<file path="src/hw/vector_pkg.sv">
package vector_pkg;

    // Lane geometry
    localparam int SLICE_W       = 8;
    localparam int ELEM_W        = 16;
    localparam int ITER_W        = 3;
    localparam int VL_W          = 8;
    localparam int VREG_W        = 5;

    // Writeback buffering for ALU results held off by the multiplier
    localparam int WB_FIFO_DEPTH = 4;
    localparam int WB_PTR_W      = $clog2(WB_FIFO_DEPTH);

    typedef logic [ELEM_W-1:0]      elem_t;
    // Element i sits at slice[i]
    typedef elem_t [SLICE_W-1:0]    slice_t;
    typedef logic [SLICE_W-1:0]     mask_t;
    typedef logic [ITER_W-1:0]      iter_t;
    typedef logic [VL_W-1:0]        vl_t;
    typedef logic [VREG_W-1:0]      vsel_t;

    typedef enum logic [2:0] {
        VADD = 3'd0,
        VSUB = 3'd1,
        VAND = 3'd2,
        VOR  = 3'd3,
        VXOR = 3'd4,
        VMIN = 3'd5,
        VMAX = 3'd6,
        VMUL = 3'd7
    } opcode_t;

    // Single-element ALU result
    // VMUL never reaches the ALU, so it falls to zero here
    function automatic elem_t alu_compute(opcode_t op, elem_t a, elem_t b);
        elem_t res;
        case (op)
            VADD:    res = a + b;
            VSUB:    res = a - b;
            VAND:    res = a & b;
            VOR:     res = a | b;
            VXOR:    res = a ^ b;
            // Min and max compare as signed elements
            VMIN:    res = ($signed(a) < $signed(b)) ? a : b;
            VMAX:    res = ($signed(a) > $signed(b)) ? a : b;
            default: res = '0;
        endcase
        return res;
    endfunction

endpackage

</file>
<file path="src/hw/lane_sequencer.sv">
`timescale 1ns/1ps

module lane_sequencer import vector_pkg::*; (
    input  logic    CLK,
    input  logic    reset,
    // Issue strobe and slice
    input  logic    issue_valid,
    input  slice_t  v1,
    input  slice_t  v2,
    input  mask_t   vmask,
    input  logic    vm,
    input  logic    rm,
    input  opcode_t vop,
    input  vsel_t   vd,
    input  vl_t     vl,
    input  vl_t     base_idx,
    // Dispatch to the units
    output logic    busy,
    output logic    alu_valid,
    output logic    mul_valid,
    output elem_t   operand_a,
    output elem_t   operand_b,
    output opcode_t dispatch_op,
    output vsel_t   tag_vd,
    output iter_t   tag_iter,
    output logic    tag_last,
    output logic    tag_rm
);

    // Latched slice
    slice_t  v1_q;
    slice_t  v2_q;
    mask_t   active_q;
    iter_t   last_q;
    opcode_t op_q;
    vsel_t   vd_q;
    logic    rm_q;

    // Walk state
    iter_t   iter;
    logic    accept;
    logic    elem_active;

    // Active mask and highest active index of the incoming slice
    mask_t   active_d;
    iter_t   last_d;

    assign accept = issue_valid && !busy;

    always_comb begin : active_calc
        logic [VL_W:0] gidx;
        active_d = '0;
        last_d   = '0;
        for (int i = 0; i < SLICE_W; i++) begin
            // One extra bit so base_idx + i cannot wrap below vl
            gidx = {1'b0, base_idx} + (VL_W+1)'(i);
            // Inside the length AND enabled by the mask
            active_d[i] = (gidx < {1'b0, vl}) && (!vm || vmask[i]);
            if (active_d[i]) begin
                last_d = iter_t'(i);
            end
        end
    end

    // Busy and iteration counter
    always_ff @(posedge CLK) begin
        if (reset) begin
            busy <= 1'b0;
            iter <= '0;
        end else if (accept) begin
            busy <= 1'b1;
            iter <= '0;
        end else if (busy) begin
            iter <= iter + iter_t'(1);
            // Final element goes out this cycle
            if (iter == iter_t'(SLICE_W-1)) begin
                busy <= 1'b0;
            end
        end
    end

    // Slice payload, captured on accept
    always_ff @(posedge CLK) begin
        if (accept) begin
            v1_q     <= v1;
            v2_q     <= v2;
            active_q <= active_d;
            last_q   <= last_d;
            op_q     <= vop;
            vd_q     <= vd;
            rm_q     <= rm;
        end
    end

    // Inactive elements still take a cycle but raise no valid
    assign elem_active = busy && active_q[iter];
    assign alu_valid   = elem_active && (op_q != VMUL);
    assign mul_valid   = elem_active && (op_q == VMUL);

    // Current element and its tag
    assign operand_a   = v1_q[iter];
    assign operand_b   = v2_q[iter];
    assign dispatch_op = op_q;
    assign tag_vd      = vd_q;
    assign tag_iter    = iter;
    assign tag_last    = (iter == last_q);
    assign tag_rm      = rm_q;

endmodule

</file>
<file path="src/hw/lane_alu.sv">
`timescale 1ns/1ps

module lane_alu import vector_pkg::*; (
    input  logic    CLK,
    input  logic    reset,
    // From the sequencer
    input  logic    alu_valid,
    input  elem_t   operand_a,
    input  elem_t   operand_b,
    input  opcode_t dispatch_op,
    input  vsel_t   tag_vd,
    input  iter_t   tag_iter,
    input  logic    tag_last,
    input  logic    tag_rm,
    // To the writeback arbiter
    output logic    alu_done,
    output elem_t   alu_result,
    output vsel_t   alu_vd,
    output iter_t   alu_iter,
    output logic    alu_last,
    output logic    alu_rm
);

    elem_t result_d;

    // Combinational result of the current element
    assign result_d = alu_compute(dispatch_op, operand_a, operand_b);

    // Valid bit one cycle behind dispatch
    always_ff @(posedge CLK) begin
        if (reset) begin
            alu_done <= 1'b0;
        end else begin
            alu_done <= alu_valid;
        end
    end

    // Result and tag only move on a valid dispatch
    always_ff @(posedge CLK) begin
        if (alu_valid) begin
            alu_result <= result_d;
            alu_vd     <= tag_vd;
            alu_iter   <= tag_iter;
            alu_last   <= tag_last;
            alu_rm     <= tag_rm;
        end
    end

endmodule

</file>
<file path="src/hw/lane_mul.sv">
`timescale 1ns/1ps

module lane_mul import vector_pkg::*; (
    input  logic  CLK,
    input  logic  reset,
    // From the sequencer
    input  logic  mul_valid,
    input  elem_t operand_a,
    input  elem_t operand_b,
    input  vsel_t tag_vd,
    input  iter_t tag_iter,
    input  logic  tag_last,
    input  logic  tag_rm,
    // To the writeback arbiter
    output logic  mul_done,
    output elem_t mul_result,
    output vsel_t mul_vd,
    output iter_t mul_iter,
    output logic  mul_last,
    output logic  mul_rm
);

    // Stage 1, operand capture
    logic  s1_valid;
    elem_t s1_a;
    elem_t s1_b;
    vsel_t s1_vd;
    iter_t s1_iter;
    logic  s1_last;
    logic  s1_rm;

    // Stage 2, product register
    logic  s2_valid;
    elem_t s2_prod;
    vsel_t s2_vd;
    iter_t s2_iter;
    logic  s2_last;
    logic  s2_rm;

    // Valid shift chain
    always_ff @(posedge CLK) begin
        if (reset) begin
            s1_valid <= 1'b0;
            s2_valid <= 1'b0;
            mul_done <= 1'b0;
        end else begin
            s1_valid <= mul_valid;
            s2_valid <= s1_valid;
            mul_done <= s2_valid;
        end
    end

    // Data path advances every cycle, so one product can enter per cycle
    always_ff @(posedge CLK) begin
        s1_a       <= operand_a;
        s1_b       <= operand_b;
        s1_vd      <= tag_vd;
        s1_iter    <= tag_iter;
        s1_last    <= tag_last;
        s1_rm      <= tag_rm;
        // Only the low ELEM_W bits of the product are kept
        s2_prod    <= elem_t'(s1_a * s1_b);
        s2_vd      <= s1_vd;
        s2_iter    <= s1_iter;
        s2_last    <= s1_last;
        s2_rm      <= s1_rm;
        mul_result <= s2_prod;
        mul_vd     <= s2_vd;
        mul_iter   <= s2_iter;
        mul_last   <= s2_last;
        mul_rm     <= s2_rm;
    end

endmodule

</file>
<file path="src/hw/lane_wb_arbiter.sv">
`timescale 1ns/1ps

module lane_wb_arbiter import vector_pkg::*; (
    input  logic  CLK,
    input  logic  reset,
    // ALU results
    input  logic  alu_done,
    input  elem_t alu_result,
    input  vsel_t alu_vd,
    input  iter_t alu_iter,
    input  logic  alu_last,
    input  logic  alu_rm,
    // Multiplier results
    input  logic  mul_done,
    input  elem_t mul_result,
    input  vsel_t mul_vd,
    input  iter_t mul_iter,
    input  logic  mul_last,
    input  logic  mul_rm,
    // Writeback port
    output logic  wb_valid,
    output vsel_t wb_vd,
    output iter_t wb_iter,
    output elem_t wb_data,
    output logic  wb_last,
    output logic  wb_rm
);

    typedef struct packed {
        elem_t data;
        vsel_t vd;
        iter_t iter;
        logic  last;
        logic  rm;
    } wb_entry_t;

    wb_entry_t                alu_entry;
    wb_entry_t                mul_entry;
    wb_entry_t                head;
    wb_entry_t                fifo_mem [WB_FIFO_DEPTH];
    logic [WB_PTR_W-1:0]      wr_ptr;
    logic [WB_PTR_W-1:0]      rd_ptr;
    logic [WB_PTR_W:0]        count;
    logic                     empty;
    logic                     bypass;
    logic                     push;
    logic                     pop;

    assign alu_entry = '{alu_result, alu_vd, alu_iter, alu_last, alu_rm};
    assign mul_entry = '{mul_result, mul_vd, mul_iter, mul_last, mul_rm};

    assign empty  = (count == '0);
    // Empty FIFO and free port, ALU result goes straight out
    assign bypass = alu_done && empty && !mul_done;
    assign push   = alu_done && !bypass;
    // Multiplier wins the port, queued ALU results drain otherwise
    assign pop    = !empty && !mul_done;
    assign head   = fifo_mem[rd_ptr];

    // FIFO pointers and occupancy
    always_ff @(posedge CLK) begin
        if (reset) begin
            wr_ptr <= '0;
            rd_ptr <= '0;
            count  <= '0;
        end else begin
            if (push) begin
                wr_ptr <= wr_ptr + 1'b1;
            end
            if (pop) begin
                rd_ptr <= rd_ptr + 1'b1;
            end
            count <= count + (WB_PTR_W+1)'(push) - (WB_PTR_W+1)'(pop);
        end
    end

    always_ff @(posedge CLK) begin
        if (push) begin
            fifo_mem[wr_ptr] <= alu_entry;
        end
    end

    // Registered writeback
    always_ff @(posedge CLK) begin
        if (reset) begin
            wb_valid <= 1'b0;
        end else begin
            wb_valid <= mul_done || pop || bypass;
        end
    end

    always_ff @(posedge CLK) begin
        if (mul_done) begin
            {wb_data, wb_vd, wb_iter, wb_last, wb_rm} <= mul_entry;
        end else if (pop) begin
            {wb_data, wb_vd, wb_iter, wb_last, wb_rm} <= head;
        end else if (bypass) begin
            {wb_data, wb_vd, wb_iter, wb_last, wb_rm} <= alu_entry;
        end
    end

endmodule

</file>
<file path="src/hw/lane_reduce.sv">
`timescale 1ns/1ps

module lane_reduce import vector_pkg::*; (
    input  logic  CLK,
    input  logic  reset,
    // Writeback stream
    input  logic  wb_valid,
    input  elem_t wb_data,
    input  logic  wb_last,
    input  logic  wb_rm,
    // Reduction result
    output logic  reduction_valid,
    output elem_t reduction
);

    elem_t acc;
    elem_t sum;
    logic  take;
    logic  finish;

    // Only writebacks of reduction instructions count
    assign take   = wb_valid && wb_rm;
    assign finish = take && wb_last;
    // Wraps modulo 2^ELEM_W
    assign sum    = acc + wb_data;

    // Running sum, cleared once the last element is folded in
    always_ff @(posedge CLK) begin
        if (reset) begin
            acc             <= '0;
            reduction_valid <= 1'b0;
        end else begin
            reduction_valid <= finish;
            if (finish) begin
                acc <= '0;
            end else if (take) begin
                acc <= sum;
            end
        end
    end

    // Total held until the next reduction finishes
    always_ff @(posedge CLK) begin
        if (finish) begin
            reduction <= sum;
        end
    end

endmodule

</file>
<file path="src/hw/lane.sv">
`timescale 1ns/1ps

module lane import vector_pkg::*; (
    input  logic    CLK,
    input  logic    reset,
    // Issue
    input  logic    issue_valid,
    input  slice_t  v1,
    input  slice_t  v2,
    input  mask_t   vmask,
    input  logic    vm,
    input  logic    rm,
    input  opcode_t vop,
    input  vsel_t   vd,
    input  vl_t     vl,
    input  vl_t     base_idx,
    // Status and results
    output logic    busy,
    output logic    wb_valid,
    output vsel_t   wb_vd,
    output iter_t   wb_iter,
    output elem_t   wb_data,
    output logic    reduction_valid,
    output elem_t   reduction
);

    // Sequencer to units
    logic    alu_valid;
    logic    mul_valid;
    elem_t   operand_a;
    elem_t   operand_b;
    opcode_t dispatch_op;
    vsel_t   tag_vd;
    iter_t   tag_iter;
    logic    tag_last;
    logic    tag_rm;

    // ALU to arbiter
    logic    alu_done;
    elem_t   alu_result;
    vsel_t   alu_vd;
    iter_t   alu_iter;
    logic    alu_last;
    logic    alu_rm;

    // Multiplier to arbiter
    logic    mul_done;
    elem_t   mul_result;
    vsel_t   mul_vd;
    iter_t   mul_iter;
    logic    mul_last;
    logic    mul_rm;

    // Writeback sideband into the reduction unit
    logic    wb_last;
    logic    wb_rm;

    lane_sequencer seq0 (.*);

    lane_alu alu0 (.*);

    lane_mul mul0 (.*);

    lane_wb_arbiter arb0 (.*);

    lane_reduce red0 (.*);

endmodule

</file>
<file path="config.mk">
export PLATFORM = sky130hd
export DESIGN_NAME = lane
export DESIGN_NICKNAME = d
export VERILOG_FILES = /design/src/hw/vector_pkg.sv /design/src/hw/lane_sequencer.sv /design/src/hw/lane_alu.sv /design/src/hw/lane_mul.sv /design/src/hw/lane_wb_arbiter.sv /design/src/hw/lane_reduce.sv /design/src/hw/lane.sv
export SDC_FILE = /design/constraint.sdc
export NUM_CORES = 1
export LEC_CHECK = 0
export ABC_AREA = 1
export BUFFER_PORTS_ARGS = -buffer_cell sky130_fd_sc_hd__buf_2
export CAP_MARGIN = 20
export CORE_MARGIN = 2
export CORE_UTILIZATION = 35
export CTS_BUF_LIST = sky130_fd_sc_hd__clkbuf_2 sky130_fd_sc_hd__clkbuf_4 sky130_fd_sc_hd__clkbuf_8
export CTS_CLUSTER_SIZE = 16
export DETAILED_ROUTE_END_ITERATION = 10
export GPL_ROUTABILITY_DRIVEN = 0
export PLACE_DENSITY = 0.64
export SLEW_MARGIN = 15
export SYNTH_ARGS = -nofsm -noshare
export SYNTH_HDL_FRONTEND = slang
export SYNTH_SLANG_ARGS = --single-unit
</file>
<file path="constraint.sdc">
create_clock -name CLK -period 16.5 [get_ports CLK]
set_input_delay 3.3 -clock CLK [delete_from_list [all_inputs] [get_ports CLK]]
set_output_delay 3.3 -clock CLK [all_outputs]
set_load 0.005 [all_outputs]
</file>
==> results of run 1 <==
-- where the power goes --
group	total [µW]	switching [µW]	internal, µW	leakage (µW)
clock	1330	574	758	0.00108
sequential	1920	103	1810	0.00531
combinational	2450	1520	924	0.00930
-- layout make-up --
type | instances | share of cell area
antenna | 15 | 0.00106
clock buffer | 148 | 0.0507
clock inverter | 31 | 0.00790
inverter | 438 | 0.0466
multi-input combinational | 1923 | 0.346
sequential | 577 | 0.454
tap | 1155 | 0.0409
timing repair buffer | 359 | 0.0531
-- cell families (layout without fill, tap and decap cells) --
family	Yosys count	after routing	share of synthesized area
and+or+nand+nor	1024	1024	0.140
DFF	577	577	0.527
AOI/OAI and AO/OA	571	571	0.112
buffers and inverters	562	976	0.0732
adders and majority gates	265	265	0.130
xor gates and xnor gates	63	63	0.0181
other	0	15	0
-- through the flow --
stage / instances / utilization / instance area [µm²] / hold WS [ns]
global route: 4642 / 0.408 / 35300 / 0.327
global placement: 4451 / 0.384 / 33200 / 0.310
floorplan: 3062 / - / 30400 / 0.310
detailed placement: 4451 / 0.384 / 33200 / 0.312
finish: 4646 / 0.409 / 35300 / 0.309
CTS: 4630 / 0.408 / 35300 / 0.298
-- flip-flops by register name, summed over array words and instances (netlist names), 5 cells and up, named ones only --
| signal | cells |
|---|---|
| seq0.tag_vd | 5 |
| mul0.s1_vd | 5 |
| seq0.v1_q | 128 |
| arb0.fifo_mem | 104 |
| mul0.mul_vd | 5 |
| mul0.s2_prod | 16 |
| alu0.alu_vd | 5 |
| mul0.mul_result | 16 |
| mul0.s2_vd | 5 |
| red0.acc | 16 |
| arb0.wb_data | 16 |
| mul0.s1_a | 16 |
| seq0.active_q | 8 |
| seq0.v2_q | 128 |
| mul0.s1_b | 16 |
| arb0.wb_vd | 5 |
| alu0.alu_result | 16 |
| red0.reduction | 16 |
-- placed cells by master (no fill, tap or decap), types with 23 or more instances in the layout --
cell	instances
nand2_1	526
edfxtp_1	448
inv_1	420
buf_2	335
nor2_1	267
o21ai_0	204
ha_1	181
a21oi_1	172
nand3_1	134
dfxtp_1	126
clkbuf_8	109
fa_1	84
o22ai_1	54
xor2_1	50
clkbuf_4	39
a221oi_1	31
a221o_1	26
nor3_1	24
buf_4	23
-- layer usage --
| metal | vias up | wire, µm | global-route usage |
|---|---|---|---|
| met3 | 178 | 6310 | 0.0406 |
| met4 | 20 | 2960 | 0.0767 |
| met2 | 921 | 37600 | 0.294 |
| met5 | - | 120 | 0 |
| li1 | 11028 | - | - |
| met1 | 10999 | 35100 | 0.238 |
-- worst min-delay path by stage --
stage | from | end | slack (ns) | cells after the start
finish | mul0.s2_prod[12] | mul0.mul_result[12] | 0.31 | 0
global placement | mul0.s1_iter[2] | mul0.s2_iter[2] | 0.31 | 0
global route | mul0.s1_iter[2] | mul0.s2_iter[2] | 0.33 | 0
CTS | mul0.s2_prod[12] | mul0.mul_result[12] | 0.30 | 0
floorplan | mul0.s2_iter[0] | mul0.mul_iter[0] | 0.31 | 0
detailed placement | mul0.s2_prod[10] | mul0.mul_result[10] | 0.31 | 0
-- worst max-delay path, stage by stage, from the launching register on --
cell and delay [ns]:
dfxtp_4 0.35, inv_4 0.50, buf_4 0.65, o21ai_0 0.16, o221ai_1 0.49, o21ai_0 0.44, ha_1 0.52, inv_2 0.14
nand2_1 0.09, inv_2 0.07, nand2_2 0.05, nor2_2 0.22, nand4_2 0.63, nand2_8 0.46, nand2_1 0.08, nand3_1 0.08
nand4_1 0.25
==> flow_metrics.env, run 1 <==
export IMPL_status="complete, no violations"
export IMPL_cts_setup_buffers=0
export IMPL_num_rows=108
export IMPL_grt_usage=0.183
export IMPL_routed_wl_mm=82.1
export IMPL_port_buffers=335
export IMPL_rrSetupSlack_ns=10.91
export IMPL_cts_tree="yes"
export IMPL_r2r_end="alu0.alu_result[11]"
export IMPL_endpoint="alu0.alu_result[11]"
export IMPL_post_cts_resized=0
export IMPL_rsz0062_at_grt="false"
export IMPL_grt_max_degree=89
export IMPL_fin_ws_ns=10.91
export IMPL_numClockSinks=577
export IMPL_cts_hold_buf=0
export IMPL_skew_ns=0.0344
export IMPL_grt_pass1_wl_mm=127
export IMPL_avgSynthCellArea_um2=9.94
export IMPL_drt_iter0_markers=1697
export IMPL_grt_overflow_total=0
export IMPL_synth_ff_type="edfxtp_1"
export IMPL_yosysMostFrequentCell="nand2_1"
export IMPL_crit_type="reg -> reg"
export IMPL_n_fill_cell=8494
export IMPL_setup_viol=0
export IMPL_wl_per_cell_um=17.7
export IMPL_tns_ns=0
export IMPL_ff2ff_path_depth=16
export IMPL_arrival_ns=5.92
export IMPL_routed_via_density=4.98
export IMPL_finalCritPeriodShare=0.339
export IMPL_p_leak_uw=0.0157
export IMPL_synth_top_cell_area_share=0.442
export IMPL_hold_path_class="reg -> reg"
export IMPL_coreArea_um2=86500
export IMPL_required_ns=16.83
export IMPL_yosysWarnings=0
export IMPL_worst_pin_slew_ns=0.965
export IMPL_slew_headroom=0.357
export IMPL_first_global_vias=22718
export IMPL_drive_above_1_share=0.169
export IMPL_power_uw=5700
export IMPL_cts_buffers=97
export IMPL_dieHeight_um=299
export IMPL_fin_nets=3954
export IMPL_synth_seq_area_share=0.527
export IMPL_start_util=0.352
export IMPL_dieArea_um2=89300
export IMPL_pin_count=336
export IMPL_regArea_um2=16000
export IMPL_p_per_area_nw_per_um2=161
export IMPL_htree_levels=3
export IMPL_area_growth_pct=16.1
export IMPL_syn_instance_count=3062
export IMPL_critPathMaxFanout=74
export IMPL_syn_area_um2=30400
export IMPL_num_vias=23146
export IMPL_cts_root_buf="clkbuf_8"
export IMPL_startpoint_type="flop"
export IMPL_drv_slew=0
export IMPL_fmax_mhz=179
export IMPL_maxCapViolCount=0
export IMPL_ys_ff_latch=577
export IMPL_cts_max_path_buffers=3
export IMPL_hold_viol=0
export IMPL_vdd_ir_drop_worst_mv=0.178
export IMPL_finalCriticalPeriod_ns=5.59
export IMPL_synth_largest_area_cell="edfxtp_1"
export IMPL_synth_nets=3620
export IMPL_synth_edff_count=448
export IMPL_ys_top_cells_by_area="edfxtp_1 (44%), dfxtp_1 (8.5%), ha_1 (7.4%)"
export IMPL_end_kind="flop"
export IMPL_die_x_um=299
export IMPL_r2r_start="seq0.tag_iter[0]"
export IMPL_dp_slack_ns=10.11
export IMPL_drc=0
export IMPL_insertion_delay_ns=0.71
export IMPL_dpl_hpwl_mm=59.2
export IMPL_cts_reportedPaths_clkPinSlew_ns=0.07
export IMPL_ant_nets=0
export IMPL_antenna_found_initial=27
export IMPL_synthArstFlopShare=0
export IMPL_multi_input_area_um2=12200
export IMPL_firstDrtPassIters=5
export IMPL_yosysUniqueCellTypes=52
export IMPL_yosys_top_cells_count="nand2_1 (526), edfxtp_1 (448), inv_1 (420)"
export IMPL_worstSetupStartpoint="seq0.tag_iter[0]"
Note: power is estimated with default switching activity, not from simulation.
==> inputs of run 2 (changes only) <==
--- a/config.mk
+++ b/config.mk
@@ -14,7 +14,7 @@
 export CTS_CLUSTER_SIZE = 16
 export DETAILED_ROUTE_END_ITERATION = 10
 export GPL_ROUTABILITY_DRIVEN = 0
-export PLACE_DENSITY = 0.64
+export PLACE_DENSITY = 0.62
 export SLEW_MARGIN = 15
 export SYNTH_ARGS = -nofsm -noshare
 export SYNTH_HDL_FRONTEND = slang
==> constraint.sdc (replaced) <==
create_clock -name CLK -period 5.6 [get_ports CLK]
set_input_delay 1.12 -clock CLK [delete_from_list [all_inputs] [get_ports CLK]]
set_output_delay 1.12 -clock CLK [all_outputs]
set_load 0.005 [all_outputs]
==> run 2 against run 1 <==
Effect of this change:
- sequential share of layout area decreased by 0.22 points
- global-route usage grew 0.35 points
- clock power grew to 3.0 times the previous value
- non-clock buffer count rose by 14
- power rose to 3.0 times the previous value
- critical path type unchanged
==> flow_metrics.env, run 2 (synthesized netlist as in run 1, its figures left out) <==
export IMPL_hold_path_class="reg -> reg"
export IMPL_wl_per_cell_um=18.1
export IMPL_htree_levels=3
export IMPL_rsz0062_at_grt="false"
export IMPL_dieArea_um2=89300
export IMPL_tns_ns=0
export IMPL_critPathMaxFanout=12
export IMPL_final_cells=4654
export IMPL_cts_root_buf="clkbuf_8"
export IMPL_grt_pass1_wl_mm=129
export IMPL_ff2ff_path_depth=21
export IMPL_cts_reportedPaths_clkPinSlew_ns=0.07
export IMPL_cts_setup_buffers=0
export IMPL_layout_commonest_cell="nand2_1"
export IMPL_top_regs="seq0.v1_q (128), seq0.v2_q (128), arb0.fifo_mem (104)"
export IMPL_hold_viol=0
export IMPL_cts_max_path_buffers=3
export IMPL_crit_slowest_cell="fa_1"
export IMPL_startpoint_type="flop"
export IMPL_ant_nets=0
export IMPL_final_cell_mix="nand2_1 (526), edfxtp_1 (448), inv_1 (419)"
export IMPL_first_global_vias=22871
export IMPL_vdd_ir_drop_worst_mv=0.558
export IMPL_num_vias=23130
export IMPL_placed_cell_area_um2=33400
export IMPL_cts_hold_buf=0
export IMPL_maxCapViolCount=0
export IMPL_numClockSinks=577
export IMPL_p_leak_uw=0.0158
export IMPL_drive_above_1_share=0.170
export IMPL_p_per_area_nw_per_um2=474
export IMPL_drv_slew=0
export IMPL_fmax_mhz=195
export IMPL_fin_nets=3969
export IMPL_arrival_ns=5.70
export IMPL_insertion_delay_ns=0.70
export IMPL_cp_depth=21
export IMPL_num_rows=108
export IMPL_critPathMaxStageDelay_ns=0.54
export IMPL_slew_headroom=0.272
export IMPL_skew_ns=0.0414
export IMPL_routed_via_density=4.97
export IMPL_worst_pin_slew_ns=1.09
export IMPL_coreArea_um2=86500
export IMPL_dieHeight_um=299
export IMPL_dpl_hpwl_mm=61.7
export IMPL_grt_usage=0.186
export IMPL_finalCriticalPeriod_ns=5.13
export IMPL_grt_overflow_total=0
export IMPL_crit_type="reg -> reg"
export IMPL_end_kind="flop"
export IMPL_cts_tree="yes"
export IMPL_area_growth_pct=16.7
export IMPL_start_util=0.352
export IMPL_die_x_um=299
export IMPL_grt_max_degree=104
export IMPL_status="complete, no violations"
export IMPL_final_area_um2=35500
export IMPL_port_buffers=335
export IMPL_drc=0
export IMPL_dp_cells=4466
export IMPL_n_fill_cell=8465
export IMPL_worstPathBufferInverterCount=6
export IMPL_required_ns=6.17
export IMPL_post_cts_resized=0
export IMPL_antenna_found_initial=22
export IMPL_cts_buffers=98
export IMPL_hold_depth=0
export IMPL_setup_viol=0
export IMPL_routed_wl_mm=84.1
export IMPL_finalCritPeriodShare=0.916
export IMPL_crit_family="adder cells"
export IMPL_pin_count=336
export IMPL_drt_iter0_markers=1815
export IMPL_firstDrtPassIters=6
export IMPL_path_cells="buf_4, nand2_1, inv_1, fa_1, inv_1, fa_1, inv_1, ha_1, fa_1, fa_1, inv_1, fa_1, inv_1, ha_1, a21oi_1, o21ai_0, a21oi_1, nor2_1, o21ai_0, nand2_1, xor2_1"
[run 2: cell count changes in the layout (fill, tap and decap cells not counted), moves of 4 or more]
cell | previous run | this run
clkbuf_4 | 39 | 28
buf_4 | 23 | 33
clkinv_1 | 14 | 23
diode_2 | 15 | 8
buf_12 | 0 | 5
clkinvlp_4 | 6 | 1
clkinv_2 | 6 | 10
[run 2: final cells by class]
type / instances / area, µm² / area share
antenna: 8 / 20.0 / 0.000564
clock buffer: 140 / 1750 / 0.0493
clock inverter: 40 / 349 / 0.00983
inverter: 438 / 1660 / 0.0467
multi-input combinational: 1923 / 12200 / 0.344
sequential: 577 / 16000 / 0.452
tap: 1155 / 1450 / 0.0407
timing repair buffer: 373 / 2020 / 0.0570
[run 2: path summary, 6_finish.rpt]
path,startpoint,endpoint,slack (ns)
max,mul0.s1_b[1],mul0.s2_prod[12],0.47
min,mul0.s2_prod[0],mul0.mul_result[0],0.32
max reg2reg,mul0.s1_b[1],mul0.s2_prod[12],0.47
min reg2reg,mul0.s2_prod[0],mul0.mul_result[0],0.32
[run 2: metal layers]
layer | share of wire | vias up | wire [µm] | GRT usage
met5 | 0.0020 | - | 172 | 0
met4 | 0.040 | 32 | 3360 | 0.0774
met3 | 0.079 | 222 | 6600 | 0.0459
met2 | 0.46 | 901 | 38400 | 0.301
met1 | 0.42 | 10912 | 35600 | 0.239
li1 | - | 11063 | - | -
[run 2: power breakdown]
group | total (µW) | internal, µW | switching (µW)
registers | 5640 | 5340 | 292
logic | 7200 | 2710 | 4490
clock network | 4000 | 2290 | 1710
total | 16800 | 10300 | 6490
[run 2: metrics by stage]
stage	total power, µW	setup slack (ns)	hold WS (ns)	utilization
after detailed placement	12900	0.511	0.312	0.386
after global placement	12800	0.572	0.310	0.386
after global routing	18300	0.150	0.324	0.410
after CTS	17000	0.508	0.321	0.410
after floorplan	11000	-0.0398	0.310	-
final	16800	0.473	0.317	0.411
==> inputs of run 3 (changes only) <==
==> constraint.sdc (replaced) <==
create_clock -name CLK -period 5.4 [get_ports CLK]
set_input_delay 1.08 -clock CLK [delete_from_list [all_inputs] [get_ports CLK]]
set_output_delay 1.08 -clock CLK [all_outputs]
set_load 0.005 [all_outputs]
==> run 3 against run 2 <==
Effect of this change:
- routed wire length shrank 0.13%
- critical path depth is the same
- clock skew shrank 0.0091 ns
- final cell count grew 0.13%
- highest routed layer unchanged
- hold slack gained 0.0021 ns
- first-iteration DRC count shrank 8.0%
- die area is the same
- setup slack lost 0.14 ns
- fmax grew 1.3%
- register-to-register slack lost 0.14 ns
- via count shrank 0.24%
==> flow_metrics.env, run 3 (synthesized netlist as in run 1, its figures left out) <==
export IMPL_status="complete, no violations"
export IMPL_crit_type="reg -> reg"
export IMPL_layout_commonest_cell="nand2_1"
export IMPL_hold_viol=0
export IMPL_ff2ff_path_depth=21
export IMPL_start_util=0.352
export IMPL_insertion_delay_ns=0.71
export IMPL_pin_count=336
export IMPL_critPathMaxFanout=9
export IMPL_num_vias=23075
export IMPL_placed_cell_area_um2=33500
export IMPL_fin_util=0.411
export IMPL_drc=0
export IMPL_cts_hold_buf=0
export IMPL_finalCritPeriodShare=0.938
export IMPL_maxCapViolCount=0
export IMPL_hold_path_class="reg -> reg"
export IMPL_holdPathEnd="mul0.mul_iter[1]"
export IMPL_grt_pass1_wl_mm=129
export IMPL_worst_pin_slew_ns=0.957
export IMPL_numClockSinks=577
export IMPL_die_x_um=299
export IMPL_startpoint_type="flop"
export IMPL_arrival_ns=5.64
export IMPL_p_per_area_nw_per_um2=488
export IMPL_skew_ns=0.0323
export IMPL_num_rows=108
export IMPL_dieArea_um2=89300
export IMPL_grt_max_degree=77
export IMPL_regArea_um2=16000
export IMPL_drt_iter0_markers=1669
export IMPL_routed_via_density=4.95
export IMPL_cts_tree="yes"
export IMPL_cts_reportedPaths_clkPinSlew_ns=0.06
export IMPL_rrSetupSlack_ns=0.34
export IMPL_r2r_start="mul0.s1_b[1]"
export IMPL_fmax_mhz=197
export IMPL_final_cell_mix="nand2_1 (526), edfxtp_1 (448), inv_1 (419)"
export IMPL_required_ns=5.98
export IMPL_hold_depth=0
export IMPL_setup_viol=0
export IMPL_antenna_found_initial=22
export IMPL_routed_wl_mm=84.0
export IMPL_finalCriticalPeriod_ns=5.06
export IMPL_slew_headroom=0.360
export IMPL_min_from="mul0.s2_iter[1]"
export IMPL_firstDrtPassIters=6
export IMPL_wl_per_cell_um=18.0
export IMPL_final_area_um2=35500
export IMPL_hold_ws_ns=0.319
export IMPL_htree_levels=3
export IMPL_cts_buffers=98
export IMPL_drv_slew=0
export IMPL_final_cells=4660
export IMPL_grt_overflow_total=0
export IMPL_fin_nets=3977
export IMPL_n_fill_cell=8438
export IMPL_dieHeight_um=299
export IMPL_multi_input_area_um2=12200
export IMPL_vdd_ir_drop_worst_mv=0.625
export IMPL_area_growth_pct=16.7
export IMPL_top_regs="seq0.v1_q (128), seq0.v2_q (128), arb0.fifo_mem (104)"
export IMPL_port_buffers=335
export IMPL_cts_max_path_buffers=3
export IMPL_dp_cells=4473
export IMPL_ant_nets=0
export IMPL_coreArea_um2=86500
export IMPL_end_kind="flop"
export IMPL_cts_setup_buffers=0
export IMPL_grt_usage=0.187
export IMPL_r2r_end="mul0.s2_prod[12]"
export IMPL_p_leak_uw=0.0158
export IMPL_rsz0062_at_grt="false"
export IMPL_dpl_hpwl_mm=61.6
export IMPL_cts_root_buf="clkbuf_8"
export IMPL_first_global_vias=22725
export IMPL_drive_above_1_share=0.171
==> run 3: cell count changes in the layout (fill, tap and decap cells not counted), sizes merged <==
cell      before  now
clkbuf       140  133
inv          437  435
buf          373  381
diode          8    9
clkinv        34   36
clkinvlp       1    5
==> run 3: timing repair <==
action                                  4_1_cts  5_1_grt
gates resized for setup                       0        1
endpoints found under the setup margin        0        2
hold endpoints to repair                      0        0
==> run 3: metal layers <==
metal | global-route usage | vias to the layer above | share of wire
met4 | 0.0765 | 22 | 0.038
met3 | 0.0452 | 194 | 0.079
li1 | - | 11082 | -
met5 | 0 | - | 0.0017
met2 | 0.301 | 942 | 0.46
met1 | 0.241 | 10835 | 0.42
==> run 3: worst max path at each step <==
stage / startpoint / slack, ns / endpoint
final: mul0.s1_b[1] / 0.34 / mul0.s2_prod[12]
after global routing: mul0.s1_a[5] / 0.01 / mul0.s2_prod[15]
after CTS: mul0.s1_b[2] / 0.28 / mul0.s2_prod[15]
after detailed placement: mul0.s1_b[2] / 0.29 / mul0.s2_prod[15]
after global placement: mul0.s1_b[2] / 0.35 / mul0.s2_prod[15]
after floorplan: issue_valid / -0.20 / seq0.active_q[0]
==> run 3: report_power, final <==
part / total [µW] / switching [µW] / internal, µW
Combinational: 7460 / 4640 / 2820
Clock: 4040 / 1770 / 2270
Sequential: 5850 / 307 / 5540
==> run 3: cell type report <==
type,count,share of cell area
clock buffer,133,0.0464
clock inverter,44,0.0107
multi-input combinational,1923,0.344
antenna,9,0.000634
tap,1155,0.0407
inverter,438,0.0467
sequential,577,0.452
timing repair buffer,381,0.0590
==> run 3: through the flow <==
step | power, µW | setup WS [ns] | setup TNS [ns]
floorplan | 11400 | -0.200 | -55.27
global placement | 13300 | 0.351 | 0
detailed placement | 13400 | 0.289 | 0
CTS | 17500 | 0.284 | 0
global route | 18900 | 0.0113 | 0
finish | 17300 | 0.337 | 0
==> run 3: worst max-delay path, stage by stage, from the launching register on <==
cell     delay, ns
dfxtp_1       0.42
buf_4         0.22
nand2_1       0.08
inv_1         0.06
fa_1          0.52
inv_1         0.05
fa_1          0.53
inv_1         0.04
ha_1          0.18
fa_1          0.46
fa_1          0.54
inv_1         0.05
fa_1          0.47
inv_1         0.04
ha_1          0.32
a21oi_1       0.17
o21ai_0       0.14
a21oi_1       0.23
nor2_1        0.07
o21ai_0       0.14
nand2_1       0.08
xor2_1        0.14
